==> src/include/macc_config.svh <==
`ifndef MACC_CONFIG_SVH
`define MACC_CONFIG_SVH

// operand and result word width
`define MACC_DATA_W 16

// operand / result memory address width, 256 words each
`define MACC_MEM_ADDR_W 8

// width of the period setting
`define MACC_PERIOD_W 8

// width of the arithmetic shift applied to the finished sum
`define MACC_SHIFT_W 6

// cycles from operand address to data at the muladd inputs
`define MACC_READ_LAT 1

`endif
==> src/macc_pkg.sv <==
`include "macc_config.svh"

package macc_pkg;

   // --------------------
   // accumulate mode
   // --------------------
   typedef enum logic {
      MACC = 1'b0,   // add later products
      MSUB = 1'b1    // subtract later products
   } muladd_op_t;

   // memory address, also used as iteration index
   typedef logic [`MACC_MEM_ADDR_W-1:0] mem_addr_t;

   // products per iteration
   typedef logic [`MACC_PERIOD_W-1:0] period_t;

endpackage

==> src/muladd.sv <==
`timescale 1ns/100ps
`include "macc_config.svh"

module muladd (
   input  logic                     clk,
   input  logic                     rst,
   input  logic                     run,
   input  macc_pkg::muladd_op_t     opcode,
   input  macc_pkg::mem_addr_t      iterations,
   input  macc_pkg::period_t        period,
   input  logic [`MACC_SHIFT_W-1:0] shift,
   input  logic [`MACC_DATA_W-1:0]  in0,
   input  logic [`MACC_DATA_W-1:0]  in1,
   output logic [`MACC_DATA_W-1:0]  result,
   output logic                     result_valid,
   output macc_pkg::mem_addr_t      result_index,
   output logic                     done
);

   localparam int unsigned DATA_W      = `MACC_DATA_W;
   localparam int unsigned ACC_W       = 2 * DATA_W;
   // operand read latency plus the input and product registers
   localparam int unsigned START_DELAY = `MACC_READ_LAT + 2;
   localparam int unsigned DELAY_W     = $clog2(START_DELAY + 1);
   // accumulator and output register between period end and result
   localparam int unsigned OUT_LAT     = 2;

   logic [DELAY_W-1:0]  delay_cnt;
   logic                counting;     // period/iteration counters are live
   macc_pkg::period_t   period_cnt;
   macc_pkg::mem_addr_t iter_cnt;
   logic                period_last;
   logic                iter_last;

   logic signed [DATA_W-1:0] in0_q;
   logic signed [DATA_W-1:0] in1_q;
   logic signed [ACC_W-1:0]  prod_q;
   logic signed [ACC_W-1:0]  acc_q;
   logic signed [ACC_W-1:0]  acc_shifted;

   // --------------------
   // control counters
   // --------------------
   assign period_last = counting && (period_cnt == period - 1'b1);
   assign iter_last   = (iter_cnt == iterations - 1'b1);

   always_ff @(posedge clk or posedge rst) begin
      if (rst) begin
         delay_cnt  <= '0;
         counting   <= 1'b0;
         period_cnt <= '0;
         iter_cnt   <= '0;
      end else if (run) begin
         delay_cnt  <= DELAY_W'(START_DELAY);
         counting   <= 1'b0;
         period_cnt <= '0;
         iter_cnt   <= '0;
      end else if (delay_cnt != '0) begin
         delay_cnt <= delay_cnt - 1'b1;
         if (delay_cnt == 1'b1 && iterations != '0) begin
            counting <= 1'b1;   // first product reaches the accumulator next
         end
      end else if (counting) begin
         period_cnt <= period_cnt + 1'b1;
         if (period_last) begin
            period_cnt <= '0;
            iter_cnt   <= iter_cnt + 1'b1;
            if (iter_last) begin
               counting <= 1'b0;
            end
         end
      end
   end

   // done drops on run and rises once the last result has been written
   always_ff @(posedge clk or posedge rst) begin
      if (rst) begin
         done <= 1'b0;
      end else if (run) begin
         done <= 1'b0;
      end else if (delay_cnt == 1'b1 && iterations == '0) begin
         done <= 1'b1;   // empty run, nothing to wait for
      end else if (result_valid && result_index == iterations - 1'b1) begin
         done <= 1'b1;
      end
   end

   // --------------------
   // datapath
   // --------------------
   assign acc_shifted = acc_q >>> shift;   // arithmetic, acc_q is signed

   always_ff @(posedge clk) begin
      in0_q  <= in0;
      in1_q  <= in1;
      prod_q <= in0_q * in1_q;   // full-width signed product

      if (period_cnt == '0) begin
         acc_q <= prod_q;   // first product of the period
      end else if (opcode == macc_pkg::MACC) begin
         acc_q <= acc_q + prod_q;
      end else begin
         acc_q <= acc_q - prod_q;
      end

      result <= acc_shifted[DATA_W-1:0];
   end

   // period end strobe and index follow the sum through acc and output reg
   delay_line #(
      .DEPTH (OUT_LAT),
      .T     (logic)
   ) valid_dly (
      .clk (clk),
      .rst (rst),
      .d   (period_last),
      .q   (result_valid)
   );

   delay_line #(
      .DEPTH (OUT_LAT),
      .T     (macc_pkg::mem_addr_t)
   ) index_dly (
      .clk (clk),
      .rst (rst),
      .d   (iter_cnt),
      .q   (result_index)
   );

endmodule

==> src/delay_line.sv <==
`timescale 1ns/100ps

module delay_line #(
   parameter int unsigned DEPTH = 2,
   parameter type T = logic
) (
   input  logic clk,
   input  logic rst,
   input  T     d,
   output T     q
);

   T stage_q [DEPTH];   // stage 0 takes d, last stage drives q

   always_ff @(posedge clk or posedge rst) begin
      if (rst) begin
         for (int i = 0; i < DEPTH; i++) begin
            stage_q[i] <= '0;
         end
      end else begin
         stage_q[0] <= d;
         for (int i = 1; i < DEPTH; i++) begin
            stage_q[i] <= stage_q[i-1];
         end
      end
   end

   assign q = stage_q[DEPTH-1];

endmodule

==> config.mk <==
export PLATFORM = sky130hd
export DESIGN_NAME = muladd
export DESIGN_NICKNAME = d
export VERILOG_FILES = /design/src/macc_pkg.sv /design/src/muladd.sv /design/src/delay_line.sv
export VERILOG_INCLUDE_DIRS = /design/src /design/src/include
export SDC_FILE = /design/constraint.sdc
export NUM_CORES = 1
export LEC_CHECK = 0
export ABC_CLOCK_PERIOD_IN_PS = 14050
export BUFFER_PORTS_ARGS = -buffer_cell sky130_fd_sc_hd__buf_2
export CORE_UTILIZATION = 36
export DETAILED_ROUTE_END_ITERATION = 16
export HOLD_SLACK_MARGIN = 0.12
export PLACE_DENSITY_LB_ADDON = 0.3
export SYNTH_ARGS = -nofsm -noshare
export SYNTH_HDL_FRONTEND = slang
export SYNTH_SLANG_ARGS = --single-unit
==> constraint.sdc <==
create_clock -name clk -period 14.05 [get_ports clk]
set_clock_uncertainty 0.15 [all_clocks]
set_input_delay 4.215 -clock clk [delete_from_list [all_inputs] [get_ports clk]]
set_output_delay 4.215 -clock clk [all_outputs]
set_load 0.01 [all_outputs]
==> impl_metrics.py, run 1 <==
metrics = {
    "run_status": {
        "status": "finished clean",
    },
    "global_routing": {
        "grt_pass1_vias": 14300,
        "grt_pass1_wl_mm": 69.6,
        "grt_max_degree": 43,
        "overflow": 0,
        "grt_usage": 0.167,
        "grt_antenna_before_repair": 0,
    },
    "hold_path": {
        "hold_path_class": "reg2reg",
    },
    "logic_synthesis": {
        "synth-warning-count": 0,
        "yosys_register_bits": 150,
        "syn-num-nets": 2458,
        "synth_area_leaders": "fa_1, dfxtp_1, ha_1",
        "ys_seq_area_frac": 0.175,
        "post-synth-top-count-cell": "inv_1",
        "ys_top_cells_by_count": "inv_1, fa_1, nand2_1",
        "synth-edff-count": 0,
        "ys.flop_type": "dfxtp_1",
        "syn_inst": 2016,
        "syn_area_per_cell_sq_um": 9.07,
        "synth_top_area_frac": 0.288,
        "ys_async_sr_fraction": 0.253,
        "yosysUniqueCellTypes": 78,
        "synth_top_area_cell": "fa_1",
        "syn_area_sq_mm": 0.0183,
    },
    "drt": {
        "viasPerCell": 4.98,
        "drt_iter0_markers": 833,
        "wirelength_mm": 40.4,
        "antenna_left": 0,
        "vias": 13500,
        "drc": 0,
        "wire_per_inst_um": 14.8,
        "first_pass_iters": 5,
    },
    "clock_tree": {
        "htreeDepth": 4,
        "numCtsBuffers": 17,
        "cts_hold_buffers": 0,
        "clock_latency_ns": 0.46,
        "cts_resized": 0,
        "cts_tree": "yes",
        "cts_root_buffer": "clkbuf_16",
        "cts_sinks": 150,
        "cts_setup_buffers": 0,
        "cts.clk_slew.worst_paths_ns": 0.08,
        "clockBufferDepth": 2,
    },
    "critical_path": {
        "r2r_end": "prod_q[31]$_DFF_P_",
        "critPathLaunch": "opcode",
        "worstPathRequired_ns": 14.24,
        "cp_data_arrival_time_ns": 7.73,
        "crit_path_end": "acc_q[30]$_DFF_P_",
        "start_kind": "primary input",
        "critPathKind": "in2reg",
        "critical_path_peak_fanout": 31,
        "crit-reg2reg-launch": "in1_q[1]$_DFF_P_",
        "ff2ff_path_depth": 19,
        "crit_path_end_kind": "register",
        "r2r_setup_slack_ns": 7.10,
    },
    "cells_and_area": {
        "n_antenna_cell": 0,
        "postLayoutCellArea_sq_mm": 0.0198,
        "multi_input_area_sq_mm": 0.0135,
        "nets": 2478,
        "regArea_sq_mm": 0.00319,
        "num-fill-cells": 5059,
        "syn2layout_area_growth_pct": 8.37,
        "drive_gt1_frac": 0.0800,
    },
    "timing": {
        "worst_pin_slew_ns": 0.855,
        "tns_ns": 0,
        "slew_viol_final": 0,
        "post-route-min-period_ns": 7.54,
        "post-route-period-util": 0.537,
        "setup_viol": 0,
        "relSlewSlack": 0.430,
        "fmax_mhz": 133,
        "rsz0062_at_grt": "no",
        "final_hold_viol_count": 0,
    },
    "die": {
        "ios": 84,
        "num_rows": 82,
        "die_w_um": 227,
        "fp.dieH_um": 227,
        "coreArea_sq_mm": 0.0501,
        "die_area_sq_mm": 0.0517,
        "start_util": 0.365,
    },
    "placement": {
        "io_buffers": 83,
        "dpl-instance-area_sq_mm": 0.0192,
        "dp_hpwl_mm": 32.6,
        "gp_congestion": 0.874,
    },
    "job": {
        "maxCapViolations": 0,
    },
}
worst max-delay path: stages:
cell	delay (ns)
buf_2	0.48
mux2i_1	0.24
fa_1	0.48
a211oi_1	0.40
o21ai_0	0.17
a31oi_1	0.47
o31ai_2	0.22
o31ai_2	0.41
o2111ai_1	0.18
a21oi_1	0.21
xor2_1	0.15
o21ai_0	0.08
layout make-up:
type / instances / share of cell area
multi-input cells: 1444 / 0.679
flip-flops and latches: 150 / 0.161
inverters: 336 / 0.0637
well taps: 672 / 0.0425
repair buffers: 87 / 0.0225
clock buffers: 17 / 0.0215
clock inverters: 15 / 0.00935
cell usage in the layout (no fill, tap or decap), types with 4 or more instances in the layout:
master	n
nor3_1	26
o21bai_1	9
nand2b_1	15
a21oi_1	111
a211o_1	6
or4_1	5
nand4_1	13
o211ai_1	12
buf_4	4
o21a_1	5
clkbuf_16	17
mux2_2	10
ha_1	121
a31oi_1	14
dfrtp_1	38
inv_8	6
xnor2_1	92
mux2i_1	28
o21ai_1	5
nor2_1	95
inv_1	335
nand2_1	202
and2_1	138
buf_2	83
a21o_1	27
nor4_1	5
a211oi_1	17
nor2b_1	11
xor2_1	42
o21ai_0	67
mux4_2	12
fa_1	263
nor3b_1	6
and3_1	4
or3_1	6
o2111ai_1	5
o22ai_1	6
dfxtp_1	112
nand3_1	17
per-layer routing:
metal | vias to the layer above | share of wire | track usage
met4 | 0 | 0.012 | 0.0403
met5 | - | 0 | 0
met2 | 275 | 0.48 | 0.285
met1 | 6745 | 0.47 | 0.223
met3 | 41 | 0.036 | 0.0235
li1 | 6479 | - | -
registers in the layout, indices dropped and copies added (netlist names):
signal / count
in0_q: 16
done: 1
period_cnt: 8
in1_q: 16
iter_cnt: 8
result: 16
index_dly.stage_q: 8
valid_dly.q: 1
valid_dly.stage_q: 1
prod_q: 32
counting: 1
delay_cnt: 2
index_dly.q: 8
acc_q: 32
per-stage QoR:
| stage | worst slack [ns] | hold slack, ns | instances | utilization |
|---|---|---|---|---|
| finish | 6.51 | 0.200 | 2721 | 0.396 |
| global route | 6.21 | 0.212 | 2721 | 0.396 |
| CTS | 6.65 | 0.201 | 2721 | 0.396 |
| detailed placement | 6.17 | 0.185 | 2689 | 0.383 |
| global placement | 6.21 | 0.183 | 2689 | 0.383 |
| floorplan | 6.87 | 0.181 | 2016 | - |
cell families after synthesis:
family | after synthesis | share of synthesized area
flip-flops | 150 | 0.175
XOR/XNOR | 135 | 0.0657
AND/OR/NAND/NOR | 562 | 0.154
adder cells (fa/ha/maj) | 384 | 0.371
AO/OA/AOI/OAI | 313 | 0.109
buffers and inverters | 422 | 0.0891
multiplexers | 50 | 0.0363
how the worst min path moves through the flow:
stage                                               start  cells after the start                  endpoint
after detailed placement   index_dly.stage_q[8]$_DFF_PP0_                      0  index_dly.q[0]$_DFF_PP0_
final                      index_dly.stage_q[8]$_DFF_PP0_                      0  index_dly.q[0]$_DFF_PP0_
after CTS                  index_dly.stage_q[8]$_DFF_PP0_                      0  index_dly.q[0]$_DFF_PP0_
after floorplan            index_dly.stage_q[8]$_DFF_PP0_                      0  index_dly.q[0]$_DFF_PP0_
after global routing       index_dly.stage_q[9]$_DFF_PP0_                      0  index_dly.q[1]$_DFF_PP0_
after global placement    index_dly.stage_q[10]$_DFF_PP0_                      0  index_dly.q[2]$_DFF_PP0_
Power of run 1 is left out: the tool's default activity adds up to more than one toggle a clock period on the data nets, which glitch-free logic cannot reach.
==> run 2, diff against run 1 <==
--- a/config.mk
+++ b/config.mk
@@ -6,7 +6,7 @@
 export SDC_FILE = /design/constraint.sdc
 export NUM_CORES = 1
 export LEC_CHECK = 0
-export ABC_CLOCK_PERIOD_IN_PS = 14050
+export ABC_CLOCK_PERIOD_IN_PS = 7500
 export BUFFER_PORTS_ARGS = -buffer_cell sky130_fd_sc_hd__buf_2
 export CORE_UTILIZATION = 36
 export DETAILED_ROUTE_END_ITERATION = 16
==> constraint.sdc (replaced) <==
create_clock -name clk -period 7.5 [get_ports clk]
set_clock_uncertainty 0.15 [all_clocks]
set_input_delay 2.25 -clock clk [delete_from_list [all_inputs] [get_ports clk]]
set_output_delay 2.25 -clock clk [all_outputs]
set_load 0.01 [all_outputs]
==> impl_metrics.py, run 2 (synthesized netlist as in run 1, its figures left out) <==
metrics = {
    "critical_path": {
        "start_kind": "register",
        "critPathBufInv": 3,
        "worstPathRequired_ns": 7.72,
        "critical_path_peak_fanout": 16,
        "cpLargestDelayFamily": "adder cells",
        "critPathSlowestCell": "dfxtp_1",
        "crit_path_cell_trace": "nand2_1 > fa_1 > fa_1 > inv_1 > fa_1 > fa_1 > fa_1 > inv_1 > fa_1 > inv_1 > ha_1 > a21o_1 > a21o_1 > a21oi_1 > o211ai_1 > o31a_1 > a2111oi_4 > o21ai_1 > a21oi_1 > xnor2_1",
        "critPathMaxStageDelay_ns": 0.71,
        "crit_path_end_kind": "register",
        "cpMostUsedCell": "fa_1",
        "cp_data_arrival_time_ns": 6.98,
        "r2r_setup_slack_ns": 0.75,
        "critPathKind": "reg2reg",
    },
    "cells_and_area": {
        "layout_common_cells": "inv_1, fa_1, nand2_1, and2_1, ha_1",
        "syn2layout_area_growth_pct": 8.31,
        "multi_input_area_sq_mm": 0.0135,
        "n_antenna_cell": 0,
        "num-fill-cells": 5057,
        "nets": 2481,
        "final_common_cell": "inv_1",
        "regArea_sq_mm": 0.00319,
        "drive_gt1_frac": 0.0809,
        "largestRegisters": "acc_q: 32 flops, prod_q: 32 flops",
    },
    "clock_tree": {
        "cts_resized": 0,
        "cts_hold_buffers": 0,
        "cts_setup_buffers": 0,
        "cts.clk_slew.worst_paths_ns": 0.08,
        "cts_sinks": 150,
        "numCtsBuffers": 17,
        "htreeDepth": 4,
        "cts_tree": "yes",
        "cts_root_buffer": "clkbuf_16",
        "clockBufferDepth": 2,
        "clock_latency_ns": 0.46,
    },
    "global_routing": {
        "grt_usage": 0.174,
        "grt_antenna_before_repair": 0,
        "overflow": 0,
        "grt_pass1_wl_mm": 71.6,
        "grt_max_degree": 43,
        "grt_pass1_vias": 14100,
    },
    "job": {
        "maxCapViolations": 0,
    },
    "timing": {
        "tns_ns": 0,
        "rsz0062_at_grt": "no",
        "setup_viol": 0,
        "post-route-min-period_ns": 6.75,
        "post-route-period-util": 0.901,
        "relSlewSlack": 0.430,
        "final_hold_viol_count": 0,
        "worst_pin_slew_ns": 0.854,
        "fmax_mhz": 148,
        "slew_viol_final": 0,
    },
    "drt": {
        "drt_iter0_markers": 741,
        "first_pass_iters": 5,
        "wirelength_mm": 42.1,
        "viasPerCell": 4.90,
        "wire_per_inst_um": 15.5,
        "vias": 13400,
        "antenna_left": 0,
        "drc": 0,
    },
    "die": {
        "ios": 84,
        "coreArea_sq_mm": 0.0501,
        "fp.dieH_um": 227,
        "die_w_um": 227,
        "die_area_sq_mm": 0.0517,
        "start_util": 0.365,
        "num_rows": 82,
    },
    "placement": {
        "gp_congestion": 0.861,
        "dp_hpwl_mm": 34.0,
        "io_buffers": 83,
    },
    "run_status": {
        "status": "finished clean",
    },
    "hold_path": {
        "hold_path_class": "reg2reg",
    },
}
[run 2: cell types whose count changed in the layout (fill, tap and decap cells not counted)]
cell	delta
clkbuf_1	+1
clkinv_8	-3
buf_4	+3
inv_8	-2
clkinv_4	-1
inv_6	+5
[run 2: routing by layer]
layer | share of wire | vias to the layer above | track usage
li1 | - | 6484 | -
met1 | 0.48 | 6558 | 0.234
met2 | 0.47 | 285 | 0.295
met3 | 0.038 | 29 | 0.0247
met4 | 0.012 | 0 | 0.0396
met5 | 0 | - | 0
[run 2: final timing paths]
path,startpoint,end,depth (start not counted)
setup / recovery,in0_q[11]$_DFF_P_,prod_q[29]$_DFF_P_,20
hold / removal,index_dly.stage_q[9]$_DFF_PP0_,index_dly.q[1]$_DFF_PP0_,0
setup reg to reg,in0_q[11]$_DFF_P_,prod_q[29]$_DFF_P_,20
hold reg to reg,index_dly.stage_q[9]$_DFF_PP0_,index_dly.q[1]$_DFF_PP0_,0
max in group asynchronous,rst,period_cnt[0]$_DFFE_PP0P_,3
min in group asynchronous,rst,index_dly.q[7]$_DFF_PP0_,3
[run 2: per-stage QoR]
stage / instance area (sq um) / instances / util / hold WS [ns] / worst slack, ns
after floorplan: 18300 / 2016 / - / 0.181 / 1.36
after global placement: 19200 / 2692 / 0.384 / 0.182 / 0.838
after detailed placement: 19200 / 2692 / 0.384 / 0.185 / 0.714
after CTS: 19800 / 2724 / 0.395 / 0.201 / 0.712
after global routing: 19800 / 2724 / 0.395 / 0.207 / 0.411
final: 19800 / 2724 / 0.395 / 0.201 / 0.746
[run 2: cell type report]
| class | count | area share |
|---|---|---|
| Inverter | 336 | 0.0637 |
| Clock buffer | 18 | 0.0217 |
| Timing Repair Buffer | 90 | 0.0236 |
| Sequential cell | 150 | 0.161 |
| Tap cell | 672 | 0.0425 |
| Multi-Input combinational cell | 1444 | 0.680 |
| Clock inverter | 14 | 0.00752 |
Power of run 2 is left out for the same reason.
==> run 3, diff against run 2 <==
--- a/config.mk
+++ b/config.mk
@@ -8,7 +8,7 @@
 export LEC_CHECK = 0
 export ABC_CLOCK_PERIOD_IN_PS = 7500
 export BUFFER_PORTS_ARGS = -buffer_cell sky130_fd_sc_hd__buf_2
-export CORE_UTILIZATION = 36
+export CORE_UTILIZATION = 64
 export DETAILED_ROUTE_END_ITERATION = 16
 export HOLD_SLACK_MARGIN = 0.12
 export PLACE_DENSITY_LB_ADDON = 0.3
==> impl_metrics.py, run 3 (synthesized netlist as in run 1, its figures left out) <==
metrics = {
    "run_status": {
        "status": "finished clean",
    },
    "die": {
        "die_w_um": 171,
        "ios": 84,
        "fp.dieH_um": 171,
        "coreArea_sq_mm": 0.0279,
        "num_rows": 61,
        "die_area_sq_mm": 0.0292,
        "start_util": 0.654,
    },
    "timing": {
        "fmax_mhz": 148,
        "final_hold_viol_count": 0,
        "post-route-min-period_ns": 6.75,
        "post-route-period-util": 0.900,
        "worst_pin_slew_ns": 0.847,
        "setup_viol": 0,
        "rsz0062_at_grt": "no",
        "relSlewSlack": 0.436,
        "tns_ns": 0,
        "slew_viol_final": 0,
    },
    "drt": {
        "antenna_left": 0,
        "first_pass_iters": 5,
        "drc": 0,
        "drt_iter0_markers": 1225,
        "wirelength_mm": 41.8,
        "viasPerCell": 5.74,
        "vias": 14000,
        "wire_per_inst_um": 17.2,
    },
    "cells_and_area": {
        "fin_cells": 2429,
        "largestRegisters": "acc_q: 32 flops, prod_q: 32 flops",
        "final_common_cell": "inv_1",
        "n_antenna_cell": 0,
        "nets": 2480,
        "layout_common_cells": "inv_1, fa_1, nand2_1, and2_1, ha_1",
        "syn2layout_area_growth_pct": 6.41,
        "drive_gt1_frac": 0.0809,
        "num-fill-cells": 2196,
    },
    "clock_tree": {
        "htreeDepth": 4,
        "cts_tree": "yes",
        "clockBufferDepth": 2,
        "cts.clk_slew.worst_paths_ns": 0.08,
        "cts_setup_buffers": 0,
        "cts_sinks": 150,
        "numCtsBuffers": 17,
        "cts_resized": 0,
        "cts_root_buffer": "clkbuf_16",
        "clock_latency_ns": 0.44,
        "cts_hold_buffers": 0,
    },
    "critical_path": {
        "worstPathRequired_ns": 7.73,
        "critPathSlowestCell": "dfxtp_1",
        "critPathKind": "reg2reg",
        "crit_path_end_kind": "register",
        "cpMostUsedCell": "fa_1",
        "critPathBufInv": 3,
        "cpLargestDelayFamily": "adder cells",
        "critPathMaxStageDelay_ns": 0.78,
        "cp_data_arrival_time_ns": 6.98,
        "start_kind": "register",
        "critical_path_peak_fanout": 16,
        "crit_path_cell_trace": "nand2_1 > fa_1 > inv_1 > fa_1 > fa_1 > fa_1 > fa_1 > inv_1 > fa_1 > inv_1 > ha_1 > a21o_1 > a21o_1 > a21oi_1 > o211ai_1 > o31a_1 > a2111oi_4 > o21ai_1 > a21oi_1 > xnor2_1",
    },
    "global_routing": {
        "grt_pass1_wl_mm": 70.7,
        "grt_max_degree": 43,
        "grt_antenna_before_repair": 0,
        "grt_pass1_vias": 14600,
        "overflow": 0,
        "grt_usage": 0.307,
    },
    "hold_path": {
        "hold_path_class": "reg2reg",
    },
    "placement": {
        "io_buffers": 83,
        "dp.cells": 2397,
        "dp_hpwl_mm": 32.8,
        "gp_congestion": 0.943,
    },
    "job": {
        "maxCapViolations": 0,
    },
}
run 3: cell types whose count changed in the layout (fill, tap and decap cells not counted), sizes merged:
cell	previous run	this run
inv	346	344
clkinv	2	3
clkinvlp	1	2
buf	90	89
run 3: routing by layer:
metal  global-route usage  vias up  part of all wire  routed length, um
met3               0.0509      113             0.063               2640
li1                     -     6466                 -                  -
met2                0.542      568              0.49              20700
met5                    0        -                 0                  0
met1                0.381     6804              0.41              17200
met4                0.104        0             0.031               1280
run 3: path summary, 6_finish.rpt:
check                                           startpoint                         endpoint  slack, ns  cells after the start
setup / recovery                          in1_q[7]$_DFF_P_               prod_q[29]$_DFF_P_       0.75                     20
hold / removal             index_dly.stage_q[10]$_DFF_PP0_         index_dly.q[2]$_DFF_PP0_       0.19                      0
setup reg to reg                          in1_q[7]$_DFF_P_               prod_q[29]$_DFF_P_       0.75                     20
hold reg to reg            index_dly.stage_q[10]$_DFF_PP0_         index_dly.q[2]$_DFF_PP0_       0.19                      0
max in group asynchronous                              rst  index_dly.stage_q[14]$_DFF_PP0_       5.12                      3
min in group asynchronous                              rst         index_dly.q[1]$_DFF_PP0_       1.75                      3
run 3: worst reg2reg max path, delay by kind of cell (launching register included):
kind | cells | cell delay [ns]
buf+inv | 3 | 0.15
fa+ha+maj | 7 | 3.39
xor+xnor | 1 | 0.14
simple gates | 1 | 0.18
flops | 1 | 0.78
compound gates | 8 | 1.90
run 3: through the flow:
stage               utilization  setup WS, ns  hold slack [ns]  cell area, sq um
global placement          0.675         0.934            0.181             18800
floorplan                     -          1.36            0.181             18300
CTS                       0.696         0.791            0.195             19400
finish                    0.696         0.750            0.191             19400
global route              0.696         0.445            0.204             19400
detailed placement        0.675         0.837            0.186             18800
run 3: final cells by class:
type	count	area, sq um	area share
Multi-Input combinational cell	1444	13500	0.692
Sequential cell	150	3190	0.164
Inverter	336	1260	0.0649
Tap cell	378	473	0.0243
Timing Repair Buffer	89	460	0.0237
Clock buffer	18	450	0.0232
Clock inverter	14	155	0.00798
Power of run 3 is left out for the same reason.
